[src/hdl/core_isa_pkg.sv]
/*
 * Instruction set definitions for the three-stage integer pipeline.
 * Covers register and data types, opcodes, function codes and the two
 * views of a 32-bit instruction word used by the decoder.
 */

package core_isa_pkg;

  // Register index and data word
  typedef logic [4:0]  rf_addr_t;
  typedef logic [31:0] word_t;

  // Major opcodes in the low seven bits
  typedef enum logic [6:0] {
    OP_LOAD = 7'h03,
    OP_IMM  = 7'h13,
    OP_REG  = 7'h33
  } opcode_e;

  // ALU operations
  typedef enum logic [1:0] {
    ALU_ADD = 2'd0,
    ALU_SUB = 2'd1,
    ALU_AND = 2'd2,
    ALU_XOR = 2'd3
  } alu_op_e;

  ////////////////////////////////////////
  // Function codes
  ////////////////////////////////////////

  localparam logic [2:0] F3_ADD_SUB = 3'b000;
  localparam logic [2:0] F3_XOR     = 3'b100;
  localparam logic [2:0] F3_AND     = 3'b111;
  localparam logic [2:0] F3_LW      = 3'b010;
  localparam logic [6:0] F7_BASE    = 7'h00;
  localparam logic [6:0] F7_SUB     = 7'h20;

  // Register-register format
  typedef struct packed {
    logic [6:0] funct7;
    rf_addr_t   rs2;
    rf_addr_t   rs1;
    logic [2:0] funct3;
    rf_addr_t   rd;
    opcode_e    opcode;
  } r_fmt_t;

  // Immediate format, shared by ADDI and LW
  typedef struct packed {
    logic [11:0] imm12;
    rf_addr_t    rs1;
    logic [2:0]  funct3;
    rf_addr_t    rd;
    opcode_e     opcode;
  } i_fmt_t;

  // Same word seen in both formats
  typedef union packed {
    r_fmt_t r;
    i_fmt_t i;
  } isa_word_u;

endpackage
[src/hdl/core_pipe_pkg.sv]
/*
 * Pipeline-level types. Holds the ID/EX and EX/WB registers, the operand
 * forwarding select and the bypass controller output bundle.
 */

package core_pipe_pkg;

  // Operand source for each read port
  typedef enum logic [1:0] {
    SEL_REGFILE = 2'd0,
    SEL_FW_EX   = 2'd1,
    SEL_FW_WB   = 2'd2
  } fwd_sel_e;

  ////////////////////////////////////////
  // Pipeline registers
  ////////////////////////////////////////

  // ID to EX
  typedef struct packed {
    logic                  instr_valid;
    logic                  rf_we;
    logic                  lsu_en;
    core_isa_pkg::rf_addr_t rf_waddr;
    core_isa_pkg::alu_op_e  alu_op;
    core_isa_pkg::word_t    operand_a;
    core_isa_pkg::word_t    operand_b;
  } id_ex_pipe_t;

  // EX to WB, result is the ALU value or the load address
  typedef struct packed {
    logic                  instr_valid;
    logic                  rf_we;
    logic                  lsu_en;
    core_isa_pkg::rf_addr_t rf_waddr;
    core_isa_pkg::word_t    result;
  } ex_wb_pipe_t;

  // Hazard and forwarding decisions
  typedef struct packed {
    logic     load_stall;
    logic     deassert_we;
    fwd_sel_e operand_a_fw_mux_sel;
    fwd_sel_e operand_b_fw_mux_sel;
  } ctrl_byp_t;

endpackage

[src/hdl/core_top.sv]
/*
 * Top level of the ID/EX/WB pipeline. Instruction words enter through
 * the credit-based fetch buffer; loads go out on the data memory port.
 */

`timescale 1ns/1ps

module core_top import core_isa_pkg::*, core_pipe_pkg::*; #(
  parameter int unsigned FETCH_DEPTH = 4
) (
  input  logic     clk,
  input  logic     rst_n_i,
  input  logic     instr_valid_i,
  input  word_t    instr_i,
  output logic     credit_o,
  output logic     dmem_req_o,
  output word_t    dmem_addr_o,
  input  logic     dmem_rvalid_i,
  input  word_t    dmem_rdata_i,
  output logic     wb_valid_o,
  output logic     wb_we_o,
  output rf_addr_t wb_waddr_o,
  output word_t    wb_wdata_o
);

  // Fetch to decode
  logic        head_valid;
  word_t       head_instr;
  logic        pop;
  // Decode outputs
  logic [1:0]  rf_re;
  rf_addr_t    rf_raddr [2];
  rf_addr_t    rf_waddr;
  logic        rf_we;
  logic        lsu_en;
  logic        illegal;
  alu_op_e     alu_op;
  word_t       imm;
  // Hazards and operands
  ctrl_byp_t   ctrl_byp;
  fwd_sel_e    fw_sel [2];
  word_t       operand [2];
  // Pipeline state
  id_ex_pipe_t id_ex_pipe;
  ex_wb_pipe_t ex_wb_pipe;
  word_t       ex_result;
  word_t       wb_fw;
  word_t       rf_data [32];
  logic        wb_ready;

  // ID consumes the head when nothing stalls
  assign pop = head_valid && !ctrl_byp.load_stall && wb_ready;

  assign fw_sel[0] = ctrl_byp.operand_a_fw_mux_sel;
  assign fw_sel[1] = ctrl_byp.operand_b_fw_mux_sel;

  fetch_buffer #(.FETCH_DEPTH(FETCH_DEPTH)) u_fetch_buffer (
    .clk(clk), .rst_n_i(rst_n_i),
    .push_valid_i(instr_valid_i), .push_instr_i(instr_i), .pop_i(pop),
    .head_valid_o(head_valid), .head_instr_o(head_instr), .credit_o(credit_o)
  );

  instr_decoder u_instr_decoder (
    .instr_valid_i(head_valid), .instr_i(head_instr),
    .rf_re_o(rf_re), .rf_raddr_o(rf_raddr), .rf_waddr_o(rf_waddr),
    .rf_we_o(rf_we), .lsu_en_o(lsu_en), .illegal_o(illegal),
    .alu_op_o(alu_op), .imm_o(imm)
  );

  bypass_ctrl u_bypass_ctrl (
    .rf_re_i(rf_re), .rf_raddr_i(rf_raddr), .illegal_i(illegal),
    .id_ex_pipe_i(id_ex_pipe), .ex_wb_pipe_i(ex_wb_pipe),
    .wb_ready_i(wb_ready), .ctrl_byp_o(ctrl_byp)
  );

  // One read port per source operand
  for (genvar i = 0; i < 2; i++) begin : gen_read_port
    operand_read_port u_operand_read_port (
      .raddr_i(rf_raddr[i]), .sel_i(fw_sel[i]), .rf_data_i(rf_data),
      .ex_fw_i(ex_result), .wb_fw_i(wb_fw), .operand_o(operand[i])
    );
  end

  ex_stage u_ex_stage (
    .clk(clk), .rst_n_i(rst_n_i), .id_valid_i(head_valid),
    .rf_we_i(rf_we), .lsu_en_i(lsu_en), .rf_waddr_i(rf_waddr),
    .alu_op_i(alu_op), .rs2_re_i(rf_re[1]),
    .operand_a_i(operand[0]), .operand_b_i(operand[1]), .imm_i(imm),
    .deassert_we_i(ctrl_byp.deassert_we), .load_stall_i(ctrl_byp.load_stall),
    .wb_ready_i(wb_ready), .id_ex_pipe_o(id_ex_pipe), .ex_wb_pipe_o(ex_wb_pipe),
    .ex_result_o(ex_result)
  );

  wb_stage u_wb_stage (
    .clk(clk), .rst_n_i(rst_n_i), .ex_wb_pipe_i(ex_wb_pipe),
    .dmem_req_o(dmem_req_o), .dmem_addr_o(dmem_addr_o),
    .dmem_rvalid_i(dmem_rvalid_i), .dmem_rdata_i(dmem_rdata_i),
    .wb_ready_o(wb_ready), .wb_fw_o(wb_fw), .rf_data_o(rf_data),
    .wb_valid_o(wb_valid_o), .wb_we_o(wb_we_o),
    .wb_waddr_o(wb_waddr_o), .wb_wdata_o(wb_wdata_o)
  );

endmodule

[src/hdl/wb_stage.sv]
/*
 * Writeback stage. Holds the register file, issues loads to data memory
 * and waits for their response, and drives the retirement trace.
 */

`timescale 1ns/1ps

module wb_stage import core_isa_pkg::*, core_pipe_pkg::*; (
  input  logic        clk,
  input  logic        rst_n_i,
  input  ex_wb_pipe_t ex_wb_pipe_i,
  output logic        dmem_req_o,
  output word_t       dmem_addr_o,
  input  logic        dmem_rvalid_i,
  input  word_t       dmem_rdata_i,
  output logic        wb_ready_o,
  output word_t       wb_fw_o,
  output word_t       rf_data_o [32],
  output logic        wb_valid_o,
  output logic        wb_we_o,
  output rf_addr_t    wb_waddr_o,
  output word_t       wb_wdata_o
);

  word_t rf_q [1:31];
  logic  load_wb;
  logic  load_wait_q;
  logic  load_done;

  ////////////////////////////////////////
  // Load handshake
  ////////////////////////////////////////

  assign load_wb = ex_wb_pipe_i.instr_valid && ex_wb_pipe_i.lsu_en;

  // Set after the first request cycle, response is never earlier
  always_ff @(posedge clk) begin
    if (!rst_n_i) begin
      load_wait_q <= 1'b0;
    end else begin
      load_wait_q <= load_wb && !load_done;
    end
  end

  assign load_done   = load_wb && load_wait_q && dmem_rvalid_i;
  // Request held steady until the response
  assign dmem_req_o  = load_wb;
  assign dmem_addr_o = ex_wb_pipe_i.result;
  assign wb_ready_o  = !load_wb || load_done;

  // Load data or ALU value, also the WB forward path
  assign wb_fw_o = ex_wb_pipe_i.lsu_en ? dmem_rdata_i : ex_wb_pipe_i.result;

  ////////////////////////////////////////
  // Retirement and register file
  ////////////////////////////////////////

  assign wb_valid_o = ex_wb_pipe_i.instr_valid && wb_ready_o;
  assign wb_we_o    = wb_valid_o && ex_wb_pipe_i.rf_we;
  assign wb_waddr_o = ex_wb_pipe_i.rf_waddr;
  assign wb_wdata_o = wb_fw_o;

  // Register 0 is hardwired
  assign rf_data_o[0] = '0;

  for (genvar i = 1; i < 32; i++) begin : gen_rf
    always_ff @(posedge clk) begin
      if (wb_we_o && (wb_waddr_o == rf_addr_t'(i))) begin
        rf_q[i] <= wb_wdata_o;
      end
    end
    assign rf_data_o[i] = rf_q[i];
  end

endmodule

[src/hdl/ex_stage.sv]
/*
 * Execute stage. Owns the ID/EX and EX/WB registers and the ALU, which
 * also forms the load address. Holds while WB waits on memory.
 */

`timescale 1ns/1ps

module ex_stage import core_isa_pkg::*, core_pipe_pkg::*; (
  input  logic        clk,
  input  logic        rst_n_i,
  input  logic        id_valid_i,
  input  logic        rf_we_i,
  input  logic        lsu_en_i,
  input  rf_addr_t    rf_waddr_i,
  input  alu_op_e     alu_op_i,
  input  logic        rs2_re_i,
  input  word_t       operand_a_i,
  input  word_t       operand_b_i,
  input  word_t       imm_i,
  input  logic        deassert_we_i,
  input  logic        load_stall_i,
  input  logic        wb_ready_i,
  output id_ex_pipe_t id_ex_pipe_o,
  output ex_wb_pipe_t ex_wb_pipe_o,
  output word_t       ex_result_o
);

  id_ex_pipe_t id_ex_q;
  ex_wb_pipe_t ex_wb_q;
  word_t       alu_result;

  // ID/EX, bubble on load stall, hold while WB busy
  always_ff @(posedge clk) begin
    if (!rst_n_i) begin
      id_ex_q.instr_valid <= 1'b0;
      id_ex_q.rf_we       <= 1'b0;
      id_ex_q.lsu_en      <= 1'b0;
    end else if (wb_ready_i) begin
      id_ex_q.instr_valid <= id_valid_i && !load_stall_i;
      // Illegal retires as a no-op
      id_ex_q.rf_we       <= rf_we_i && !deassert_we_i;
      id_ex_q.lsu_en      <= lsu_en_i && !deassert_we_i;
      id_ex_q.rf_waddr    <= rf_waddr_i;
      id_ex_q.alu_op      <= alu_op_i;
      id_ex_q.operand_a   <= operand_a_i;
      // Immediate replaces rs2 for I format
      id_ex_q.operand_b   <= rs2_re_i ? operand_b_i : imm_i;
    end
  end

  // ALU, load address is rs1 plus immediate through ADD
  always_comb begin
    case (id_ex_q.alu_op)
      ALU_SUB: alu_result = id_ex_q.operand_a - id_ex_q.operand_b;
      ALU_AND: alu_result = id_ex_q.operand_a & id_ex_q.operand_b;
      ALU_XOR: alu_result = id_ex_q.operand_a ^ id_ex_q.operand_b;
      default: alu_result = id_ex_q.operand_a + id_ex_q.operand_b;
    endcase
  end

  // EX/WB advances only when WB is ready
  always_ff @(posedge clk) begin
    if (!rst_n_i) begin
      ex_wb_q.instr_valid <= 1'b0;
      ex_wb_q.rf_we       <= 1'b0;
      ex_wb_q.lsu_en      <= 1'b0;
    end else if (wb_ready_i) begin
      ex_wb_q.instr_valid <= id_ex_q.instr_valid;
      ex_wb_q.rf_we       <= id_ex_q.rf_we;
      ex_wb_q.lsu_en      <= id_ex_q.lsu_en;
      ex_wb_q.rf_waddr    <= id_ex_q.rf_waddr;
      ex_wb_q.result      <= alu_result;
    end
  end

  assign id_ex_pipe_o = id_ex_q;
  assign ex_wb_pipe_o = ex_wb_q;
  assign ex_result_o  = alu_result;

endmodule

[src/hdl/operand_read_port.sv]
/*
 * One source operand read port. Reads the register file and applies the
 * forwarding select. Instanced once per source operand in the top level.
 */

`timescale 1ns/1ps

module operand_read_port import core_isa_pkg::*, core_pipe_pkg::*; (
  input  rf_addr_t raddr_i,
  input  fwd_sel_e sel_i,
  input  word_t    rf_data_i [32],
  input  word_t    ex_fw_i,
  input  word_t    wb_fw_i,
  output word_t    operand_o
);

  word_t rf_rdata;

  // Register 0 reads as zero
  assign rf_rdata = (raddr_i == '0) ? '0 : rf_data_i[raddr_i];

  // Forwarding mux
  always_comb begin
    case (sel_i)
      SEL_FW_EX: operand_o = ex_fw_i;
      SEL_FW_WB: operand_o = wb_fw_i;
      default:   operand_o = rf_rdata;
    endcase
  end

endmodule

[src/hdl/bypass_ctrl.sv]
/*
 * Hazard detection and operand forwarding control for the ID stage.
 * Compares ID reads with EX and WB writes, raises the load-use stall and
 * kills the write of illegal instructions.
 */

`timescale 1ns/1ps

module bypass_ctrl import core_isa_pkg::*, core_pipe_pkg::*; (
  input  logic [1:0]  rf_re_i,
  input  rf_addr_t    rf_raddr_i [2],
  input  logic        illegal_i,
  input  id_ex_pipe_t id_ex_pipe_i,
  input  ex_wb_pipe_t ex_wb_pipe_i,
  input  logic        wb_ready_i,
  output ctrl_byp_t   ctrl_byp_o
);

  logic [1:0] rd_ex_match;
  logic [1:0] rd_wb_match;
  logic       rf_we_ex;
  logic       rf_we_wb;
  logic       load_ex;
  logic       load_wb;

  // Qualified writes in EX and WB
  assign rf_we_ex = id_ex_pipe_i.instr_valid && id_ex_pipe_i.rf_we;
  assign rf_we_wb = ex_wb_pipe_i.instr_valid && ex_wb_pipe_i.rf_we;

  // Loads whose data is not yet there
  assign load_ex = id_ex_pipe_i.lsu_en;
  assign load_wb = ex_wb_pipe_i.lsu_en;

  ////////////////////////////////////////
  // Read/write address compare
  ////////////////////////////////////////

  for (genvar i = 0; i < 2; i++) begin : gen_match
    // Enabled nonzero read hitting the EX write
    assign rd_ex_match[i] = rf_re_i[i] && (rf_raddr_i[i] != '0) && rf_we_ex &&
                            (rf_raddr_i[i] == id_ex_pipe_i.rf_waddr);
    // Same against the WB write
    assign rd_wb_match[i] = rf_re_i[i] && (rf_raddr_i[i] != '0) && rf_we_wb &&
                            (rf_raddr_i[i] == ex_wb_pipe_i.rf_waddr);
  end

  ////////////////////////////////////////
  // Stall and write kill
  ////////////////////////////////////////

  always_comb begin
    ctrl_byp_o.load_stall  = 1'b0;
    ctrl_byp_o.deassert_we = illegal_i;

    // Load in EX, result not available before WB
    if (load_ex && |rd_ex_match) begin
      ctrl_byp_o.load_stall = 1'b1;
    end

    // Load in WB still waiting for its response
    if (!wb_ready_i && load_wb && |rd_wb_match) begin
      ctrl_byp_o.load_stall = 1'b1;
    end
  end

  ////////////////////////////////////////
  // Forwarding selects
  ////////////////////////////////////////

  always_comb begin
    ctrl_byp_o.operand_a_fw_mux_sel = SEL_REGFILE;
    ctrl_byp_o.operand_b_fw_mux_sel = SEL_REGFILE;

    // WB first, EX overrides as the younger write
    if (rd_wb_match[0]) begin
      ctrl_byp_o.operand_a_fw_mux_sel = SEL_FW_WB;
    end
    if (rd_wb_match[1]) begin
      ctrl_byp_o.operand_b_fw_mux_sel = SEL_FW_WB;
    end

    if (rd_ex_match[0]) begin
      ctrl_byp_o.operand_a_fw_mux_sel = SEL_FW_EX;
    end
    if (rd_ex_match[1]) begin
      ctrl_byp_o.operand_b_fw_mux_sel = SEL_FW_EX;
    end
  end

endmodule

[src/hdl/instr_decoder.sv]
/*
 * Decode of the instruction at the head of the fetch buffer.
 * Produces read ports, write port, ALU operation, load flag and immediate.
 */

`timescale 1ns/1ps

module instr_decoder import core_isa_pkg::*; (
  input  logic     instr_valid_i,
  input  word_t    instr_i,
  output logic [1:0] rf_re_o,
  output rf_addr_t rf_raddr_o [2],
  output rf_addr_t rf_waddr_o,
  output logic     rf_we_o,
  output logic     lsu_en_o,
  output logic     illegal_o,
  output alu_op_e  alu_op_o,
  output word_t    imm_o
);

  isa_word_u word;

  assign word = instr_i;

  // Register fields sit in the same place in both formats
  assign rf_raddr_o[0] = word.r.rs1;
  assign rf_raddr_o[1] = word.r.rs2;
  assign rf_waddr_o    = word.r.rd;

  // Sign-extended I immediate
  assign imm_o = {{20{word.i.imm12[11]}}, word.i.imm12};

  always_comb begin
    rf_re_o   = 2'b00;
    rf_we_o   = 1'b0;
    lsu_en_o  = 1'b0;
    illegal_o = 1'b0;
    alu_op_o  = ALU_ADD;

    if (instr_valid_i) begin
      case (word.r.opcode)
        OP_REG: begin
          rf_re_o = 2'b11;
          rf_we_o = 1'b1;
          case ({word.r.funct7, word.r.funct3})
            {F7_BASE, F3_ADD_SUB}: alu_op_o = ALU_ADD;
            {F7_SUB,  F3_ADD_SUB}: alu_op_o = ALU_SUB;
            {F7_BASE, F3_AND}:     alu_op_o = ALU_AND;
            {F7_BASE, F3_XOR}:     alu_op_o = ALU_XOR;
            default:               illegal_o = 1'b1;
          endcase
        end
        OP_IMM: begin
          // ADDI only
          rf_re_o   = 2'b01;
          rf_we_o   = 1'b1;
          illegal_o = (word.i.funct3 != F3_ADD_SUB);
        end
        OP_LOAD: begin
          // LW, address is rs1 plus immediate
          rf_re_o   = 2'b01;
          rf_we_o   = 1'b1;
          lsu_en_o  = 1'b1;
          illegal_o = (word.i.funct3 != F3_LW);
        end
        default: illegal_o = 1'b1;
      endcase

      // Register 0 never written
      if (word.r.rd == '0) begin
        rf_we_o = 1'b0;
      end
    end
  end

endmodule

[src/hdl/fetch_buffer.sv]
/*
 * Credit-controlled instruction FIFO in front of decode. The sender starts
 * with FETCH_DEPTH credits and gets one back through credit_o per pop.
 */

`timescale 1ns/1ps

module fetch_buffer import core_isa_pkg::*; #(
  parameter int unsigned FETCH_DEPTH = 4
) (
  input  logic  clk,
  input  logic  rst_n_i,
  input  logic  push_valid_i,
  input  word_t push_instr_i,
  input  logic  pop_i,
  output logic  head_valid_o,
  output word_t head_instr_o,
  output logic  credit_o
);

  localparam int unsigned PTR_W = $clog2(FETCH_DEPTH);
  localparam int unsigned CNT_W = $clog2(FETCH_DEPTH + 1);

  word_t            mem_q [FETCH_DEPTH];
  logic [PTR_W-1:0] wr_ptr_q;
  logic [PTR_W-1:0] rd_ptr_q;
  logic [CNT_W-1:0] count_q;
  logic             credit_q;

  // Wrap at FETCH_DEPTH, depth need not be a power of two
  function automatic logic [PTR_W-1:0] ptr_inc(input logic [PTR_W-1:0] ptr);
    return (ptr == PTR_W'(FETCH_DEPTH - 1)) ? '0 : ptr + 1'b1;
  endfunction

  // Storage, no reset on payload
  always_ff @(posedge clk) begin
    if (push_valid_i) begin
      mem_q[wr_ptr_q] <= push_instr_i;
    end
  end

  always_ff @(posedge clk) begin
    if (!rst_n_i) begin
      wr_ptr_q <= '0;
      rd_ptr_q <= '0;
      count_q  <= '0;
      credit_q <= 1'b0;
    end else begin
      // One credit back per consumed entry
      credit_q <= pop_i;
      if (push_valid_i) begin
        wr_ptr_q <= ptr_inc(wr_ptr_q);
      end
      if (pop_i) begin
        rd_ptr_q <= ptr_inc(rd_ptr_q);
      end
      count_q <= count_q + CNT_W'(push_valid_i) - CNT_W'(pop_i);
    end
  end

  // Head is visible the cycle after its push
  assign head_valid_o = (count_q != '0);
  assign head_instr_o = mem_q[rd_ptr_q];
  assign credit_o     = credit_q;

endmodule

[config.mk]
export PLATFORM = sky130hd
export DESIGN_NAME = core_top
export DESIGN_NICKNAME = d
export VERILOG_FILES = /design/src/hdl/core_isa_pkg.sv /design/src/hdl/core_pipe_pkg.sv /design/src/hdl/core_top.sv /design/src/hdl/wb_stage.sv /design/src/hdl/ex_stage.sv /design/src/hdl/operand_read_port.sv /design/src/hdl/bypass_ctrl.sv /design/src/hdl/instr_decoder.sv /design/src/hdl/fetch_buffer.sv
export SDC_FILE = /design/constraint.sdc
export NUM_CORES = 2
export LEC_CHECK = 0
export ABC_AREA = 1
export BUFFER_PORTS_ARGS = -buffer_cell sky130_fd_sc_hd__buf_2
export CORE_AREA = 2 2 385 387
export CTS_BUF_LIST = sky130_fd_sc_hd__clkbuf_8
export DETAILED_ROUTE_END_ITERATION = 8
export DIE_AREA = 0 0 387 389
export HOLD_SLACK_MARGIN = 0.03
export PLACE_DENSITY = 0.72
export SLEW_MARGIN = 25
export SYNTH_ARGS = -nofsm -noshare
export SYNTH_HDL_FRONTEND = slang
export SYNTH_SLANG_ARGS = --single-unit
[constraint.sdc]
create_clock -name clk -period 8.6 [get_ports clk]
set_input_delay 0.43 -clock clk [delete_from_list [all_inputs] [get_ports clk]]
set_output_delay 0.43 -clock clk [all_outputs]
set_load 0.005 [all_outputs]
== Word-level counts from Yosys, hierarchy flattened ==
Memory sizes are Yosys's and may differ from the RTL's. A register that Yosys moved wholly into a read port is not among the register bits.
Index checks and enable logic that the tools add are counted.
Operators by class
  $add $sub $neg: 6
  $mul: 0
  div/mod/pow operators: 0
  order comparisons: 2
  eq/ne operators: 51
  shift operators: 0
  multiplexer cells: 188
  bitwise logic cells: 4
  reductions and logical operators: 107
Operators by type and width (number)
  2-to-1 mux 32 bit: 38
  OR reduction 32 bit: 30
  binary-select mux 32 bit (select 5 bit): 2
  2-to-1 mux 5 bit: 30
  case mux 32 bit (2 select lines): 2
  2-to-1 mux 1 bit: 103
  case mux 32 bit (3 select lines): 1
  == test 5 bit, second input constant: 16
  logical AND 1 bit: 56
  == test 5 x 4 -> 1 bit, second input constant: 8
  adder 32 bit: 1
  AND 32 bit: 1
  subtractor 32 bit: 1
  bitwise XOR 32 bit: 1
  == test 10 x 3 -> 1 bit, second input constant: 2
  == test 5 x 3 -> 1 bit, second input constant: 4
  == test 5 bit: 4
  2-to-1 mux 2 bit: 9
  zero test 5 bit: 3
  == test 2 bit, second input constant: 6
  >= comparator 6 bit, second input constant: 2
  NOT 5 -> 6 bit: 2
  == test 10 x 9 -> 1 bit, second input constant: 1
  == test 5 x 2 -> 1 bit, second input constant: 2
  21 further kinds: 33
Storage, ports and cells
  flip-flop bits (word level): 123
  latch bits: 0
  RAM bits: 1120
  memory bits (read-only): 0
  input bits: 68
  output and inout port bits: 73
  logic and storage cells: 377
  memories kept: 2
Memory list
  u_wb_stage.rf_q: words 31, width 32, rd ports 31, clocked after Yosys merged registers in 0, write ports 1, line wb_stage.sv:25  | word_t rf_q [1:31];
  u_fetch_buffer.mem_q: words 4, width 32, rd ports 1, clocked after Yosys merged registers in 1, write ports 1, line fetch_buffer.sv:24  | word_t mem_q [FETCH_DEPTH];

== Longest topological paths before layout ==
  word-level depth: 40
  gate-level depth with buffers: 28
  mapped depth without buffers: 28

== Cells and area by module ==
Synthesis repeated with hierarchy kept, for this count alone.
Second synthesis, totals
  cells, all modules: 7944
  area, all modules: 68469.4 um2
By module, submodules not included
  wb_stage: times used 1, cells an instance 1224, area an instance 31422.6 um2, seq. area each 29808.6 um2
  operand_read_port: times used 2, cells an instance 2542, area an instance 11115.7 um2, seq. area each 0.0 um2
  ex_stage: times used 1, cells an instance 980, area an instance 8099.0 um2, seq. area each 3363.2 um2
  fetch_buffer: times used 1, cells an instance 434, area an instance 5547.8 um2, seq. area each 4043.9 um2
  instr_decoder: times used 1, cells an instance 102, area an instance 628.1 um2, seq. area each 0.0 um2
  bypass_ctrl: times used 1, cells an instance 118, area an instance 530.5 um2, seq. area each 0.0 um2
  core_top: times used 1, cells an instance 2, area an instance 10.0 um2, seq. area each 0.0 um2

== Worst setup path after synthesis ==
Ideal clock, no wire load.
  path kind: reg-to-reg
  start: register u_ex_stage.ex_wb_q (netlist bit u_ex_stage.ex_wb_pipe_o[37])
  end: register u_ex_stage.id_ex_q (netlist bit u_ex_stage.id_ex_pipe_o[72])
  library setup time: 0.090 ns
  data arrival time: 5.860 ns
  data required time: 8.510 ns
  setup slack: 2.649 ns
  stages on the path, launching flop included: 9
  buffers on the path: 1
  period minus slack after synthesis: 5.951 ns
  path through: dfxtp_1 clkbuf_1 nand2_1 inv_1 nand2_1 inv_1 nor2_1 o211ai_1 o21ai_0
Between the ends
  word-level cells in the longest chain between the ends: 4
  elaborated cells on any way between the ends: 5
  those cells by class: reduce/logical (5)
Ends and longest elaborated chain
  start: declaration: line ex_stage.sv:29  | ex_wb_pipe_t ex_wb_q;
  logical AND 1 bit *: line wb_stage.sv:34  | assign load_wb = ex_wb_pipe_i.instr_valid && ex_wb_pipe_i.lsu_en;
  net dmem_req_o: line core_top.sv:16  | output logic dmem_req_o,
  logical AND 1 bit (2 in series): line wb_stage.sv:45  | assign load_done = load_wb && load_wait_q && dmem_rvalid_i;
  logical OR 1 bit *: line wb_stage.sv:49  | assign wb_ready_o = !load_wb || load_done;
  end: declaration: line ex_stage.sv:28  | id_ex_pipe_t id_ex_q;
Mark *: on every way through the listed nets, which the timed path passes. The rest lies on a longest branch.
A chain may end at the register's enable or synchronous reset.

==> out/summary.txt <==
HP Class: in2reg
Distinct cell type count after synthesis: 45
Final Non-Filler Cells: 9511
Status: finished clean
Count leader, synth: nand2_1
CTS tree: built
R2R cell count: 17
IO Pins: 141
Hold Path End: u_wb_stage.rf_q[1][23]
Area leader, netlist: edfxtp_1
Critical path launch point type: flop
Arrival time worst endpoint: 6.57 ns
Pwr/cell area: 403 nW/um2
Drt drc: 0
Slew Viols, Final: 0
GR peak layer: met2
CTS root buf: clkbuf_8
Die H: 389 um
Starting Density: 0.448
Remaining global-route overflow: 0
RD Place Congestion: 0.964
Core area: 147000 um2
Peak VDD IR: 0.257 mV
# placed instances: 9106
Synthesized flop and latch total: 1245
Synth top cells by count: nand2_1, edfxtp_1, nand3_1
Met3 Resource Use GR: 0.0666
Die area: 151000 um2
Largest net degree at the start of global routing: 145
Hold path start: dmem_rdata_i[23]
Critical path capture point type: flop
Core Rows: 141
Routing usage on met2: 0.459
Max-cap violation count: 0
Post-Syn Instances: 7401
Final period util: 0.686
CTS buffer count: 201
Worst-Skew Late Latency: 0.95 ns
Clk sinks: 1245
Vias in the first global route: 55600
Clk pin slew, worst setup/hold paths: 0.07 ns
Met1 Resource Use GR: 0.372
Vias per Instance: 6.06
Register area share after synthesis: 0.567
Syn nets: 7542
Asr flop ratio synth: 0
Fillers: 13200
Buffers added on ports: 140
GRT Total Usage: 0.296
Total power: 29.0 mW
Die Width: 387 um
Setup_tns: 0 ns
Total number of vias: 57700
Crit path required time: 9.27 ns
# H-tree levels: 4
Reg2reg setup slack: 2.70 ns
Drt initial violations: 8755
Initial antenna violation count: 5
Share of the synthesized area in the top cell type: 0.562
Worst r2r dst: u_ex_stage.id_ex_pipe_o[38]
Yosys warns: 0
Crit-path max FO: 65
Syn_area_per_cell: 8.87 um2
Wire length of the first global-routing pass: 339000 um
DRT Pass-1 Iters: 6
Nets: 7556
Final WL: 229000 um
Final min period: 5.90 ns
Synthesized area: 65600 um2
Worst-margin pin slew: 1.11 ns
Crit path kind: reg2reg
Clock skew: 0.0634 ns
Post-CTS Resized: 0
Final count of hold timing violations: 0
Worst rel slew slack: 0.257
Top FF cell, synth: edfxtp_1
Leakage dissipation: 28.9 nW
CTS Buffer Depth: 3
Detail Placement HPWL: 134000 um
Synth area leaders: edfxtp_1, nand2_1, nand3_1
RSZ-0062 raised after global routing: no
Achievable Freq: 169 MHz
Layout cells sized above 1: 0.0928
Area grow syn2layout: 9.63%
Final setup vio count: 0
Post-synth EDFFs: 1228
DRT antenna net count: 0
WHS Path Cells: 4
Wire per inst: 24.0 um
[area by class of cell]
type / count / area [um2] / area share
Sequential cell: 1245 / 37200 / 0.517
Multi-Input combinational cell: 5196 / 24600 / 0.341
Clock buffer: 201 / 2770 / 0.0385
Tap cell: 1930 / 2410 / 0.0336
Timing Repair Buffer: 309 / 2130 / 0.0297
Inverter: 462 / 1760 / 0.0245
Clock inverter: 166 / 1070 / 0.0149
Antenna cell: 2 / 5.00 / 0.0000696
[routing by layer]
layer / up-vias / routed length, um
li1: 25300 / -
met5: - / 31
met2: 4454 / 101000
met3: 901 / 30100
met4: 4 / 16500
met1: 27000 / 81000
[kinds of logic (layout without fill, tap and decap cells)]
kind of cell / count (synthesis) / in the layout / synth area share
buf+inv: 960 / 1138 / 0.0640
simple gates: 4454 / 4454 / 0.286
xor+xnor: 39 / 39 / 0.00521
fa+ha+maj: 73 / 73 / 0.0141
other cells: 0 / 2 / 0
compound gates: 630 / 630 / 0.0639
flops: 1245 / 1245 / 0.567
[cells in the final DEF (no fill, tap or decap), types with 36 or more instances in the layout]
cell type and instances:
ha_1 71, nand3_1 1206, o2111ai_1 105, o211ai_1 62
clkbuf_8 201, nand2_1 2822, edfxtp_1 1228, buf_4 127
inv_1 488, clkinv_1 64, dlygate4sd3_1 36, nor2_1 202
o221ai_1 87, buf_2 140, a21oi_1 121, nor2_4 36
or2_2 79, o21ai_1 57, o21ai_0 147
[worst max-delay path, cell delays in order, from the launching register on]
cell	delay (ns)
dfxtp_2	0.31
buf_4	0.53
inv_2	0.35
buf_4	0.34
nand2_1	0.10
nand3_1	0.08
nand2_2	0.61
buf_4	0.46
nand2_8	0.38
inv_2	0.91
buf_4	0.52
nand2_1	0.10
o2111ai_1	0.13
nand2_1	0.11
nand2_1	0.07
nand3_1	0.11
nand3_1	0.33
nand2_1	0.08
[sequential cells by signal (all words and copies together), names as in the netlist, named ones only]
signal	count
u_wb_stage.load_wait_q	1
u_fetch_buffer.count_q	3
u_ex_stage.id_ex_pipe_o	74
u_fetch_buffer.mem_q	128
u_fetch_buffer.wr_ptr_q	2
u_fetch_buffer.rd_ptr_q	2
u_ex_stage.ex_wb_pipe_o	40
u_wb_stage.rf_q	992
u_fetch_buffer.credit_o	1
[worst max path at each step]
stage               slack (ns)                          end                        start
detailed placement        3.03  u_ex_stage.id_ex_pipe_o[38]                         flop
global placement          3.11  u_ex_stage.id_ex_pipe_o[38]                         flop
floorplan                 2.65  u_ex_stage.id_ex_pipe_o[72]  u_ex_stage.ex_wb_pipe_o[37]
CTS                       3.00  u_ex_stage.id_ex_pipe_o[38]                         flop
finish                    2.70  u_ex_stage.id_ex_pipe_o[38]                         flop
global route              2.51  u_ex_stage.id_ex_pipe_o[38]                         flop
[per-stage QoR]
step / hold WS [ns] / utilization / cell area (um2) / worst slack (ns)
floorplan: 0.450 / - / 65600 / 2.65
global placement: 0.467 / 0.462 / 67700 / 3.11
detailed placement: 0.474 / 0.462 / 67700 / 3.03
CTS: 0.0527 / 0.491 / 71900 / 3.00
global route: 0.130 / 0.491 / 71900 / 2.51
finish: 0.116 / 0.491 / 71900 / 2.70
[repair_timing]
item,in CTS,in global routing
hold buffers,36,0
setup buffers,0,0
endpoints found under the hold margin,144,0
[where the power goes]
group	switching, mW	internal (mW)	leakage (nW)
clock network	2.51	2.53	2.16
registers	0.310	7.88	11.3
logic	11.7	4.05	15.4
total	14.5	14.5	28.9
Power figures use the tool's default switching activity.
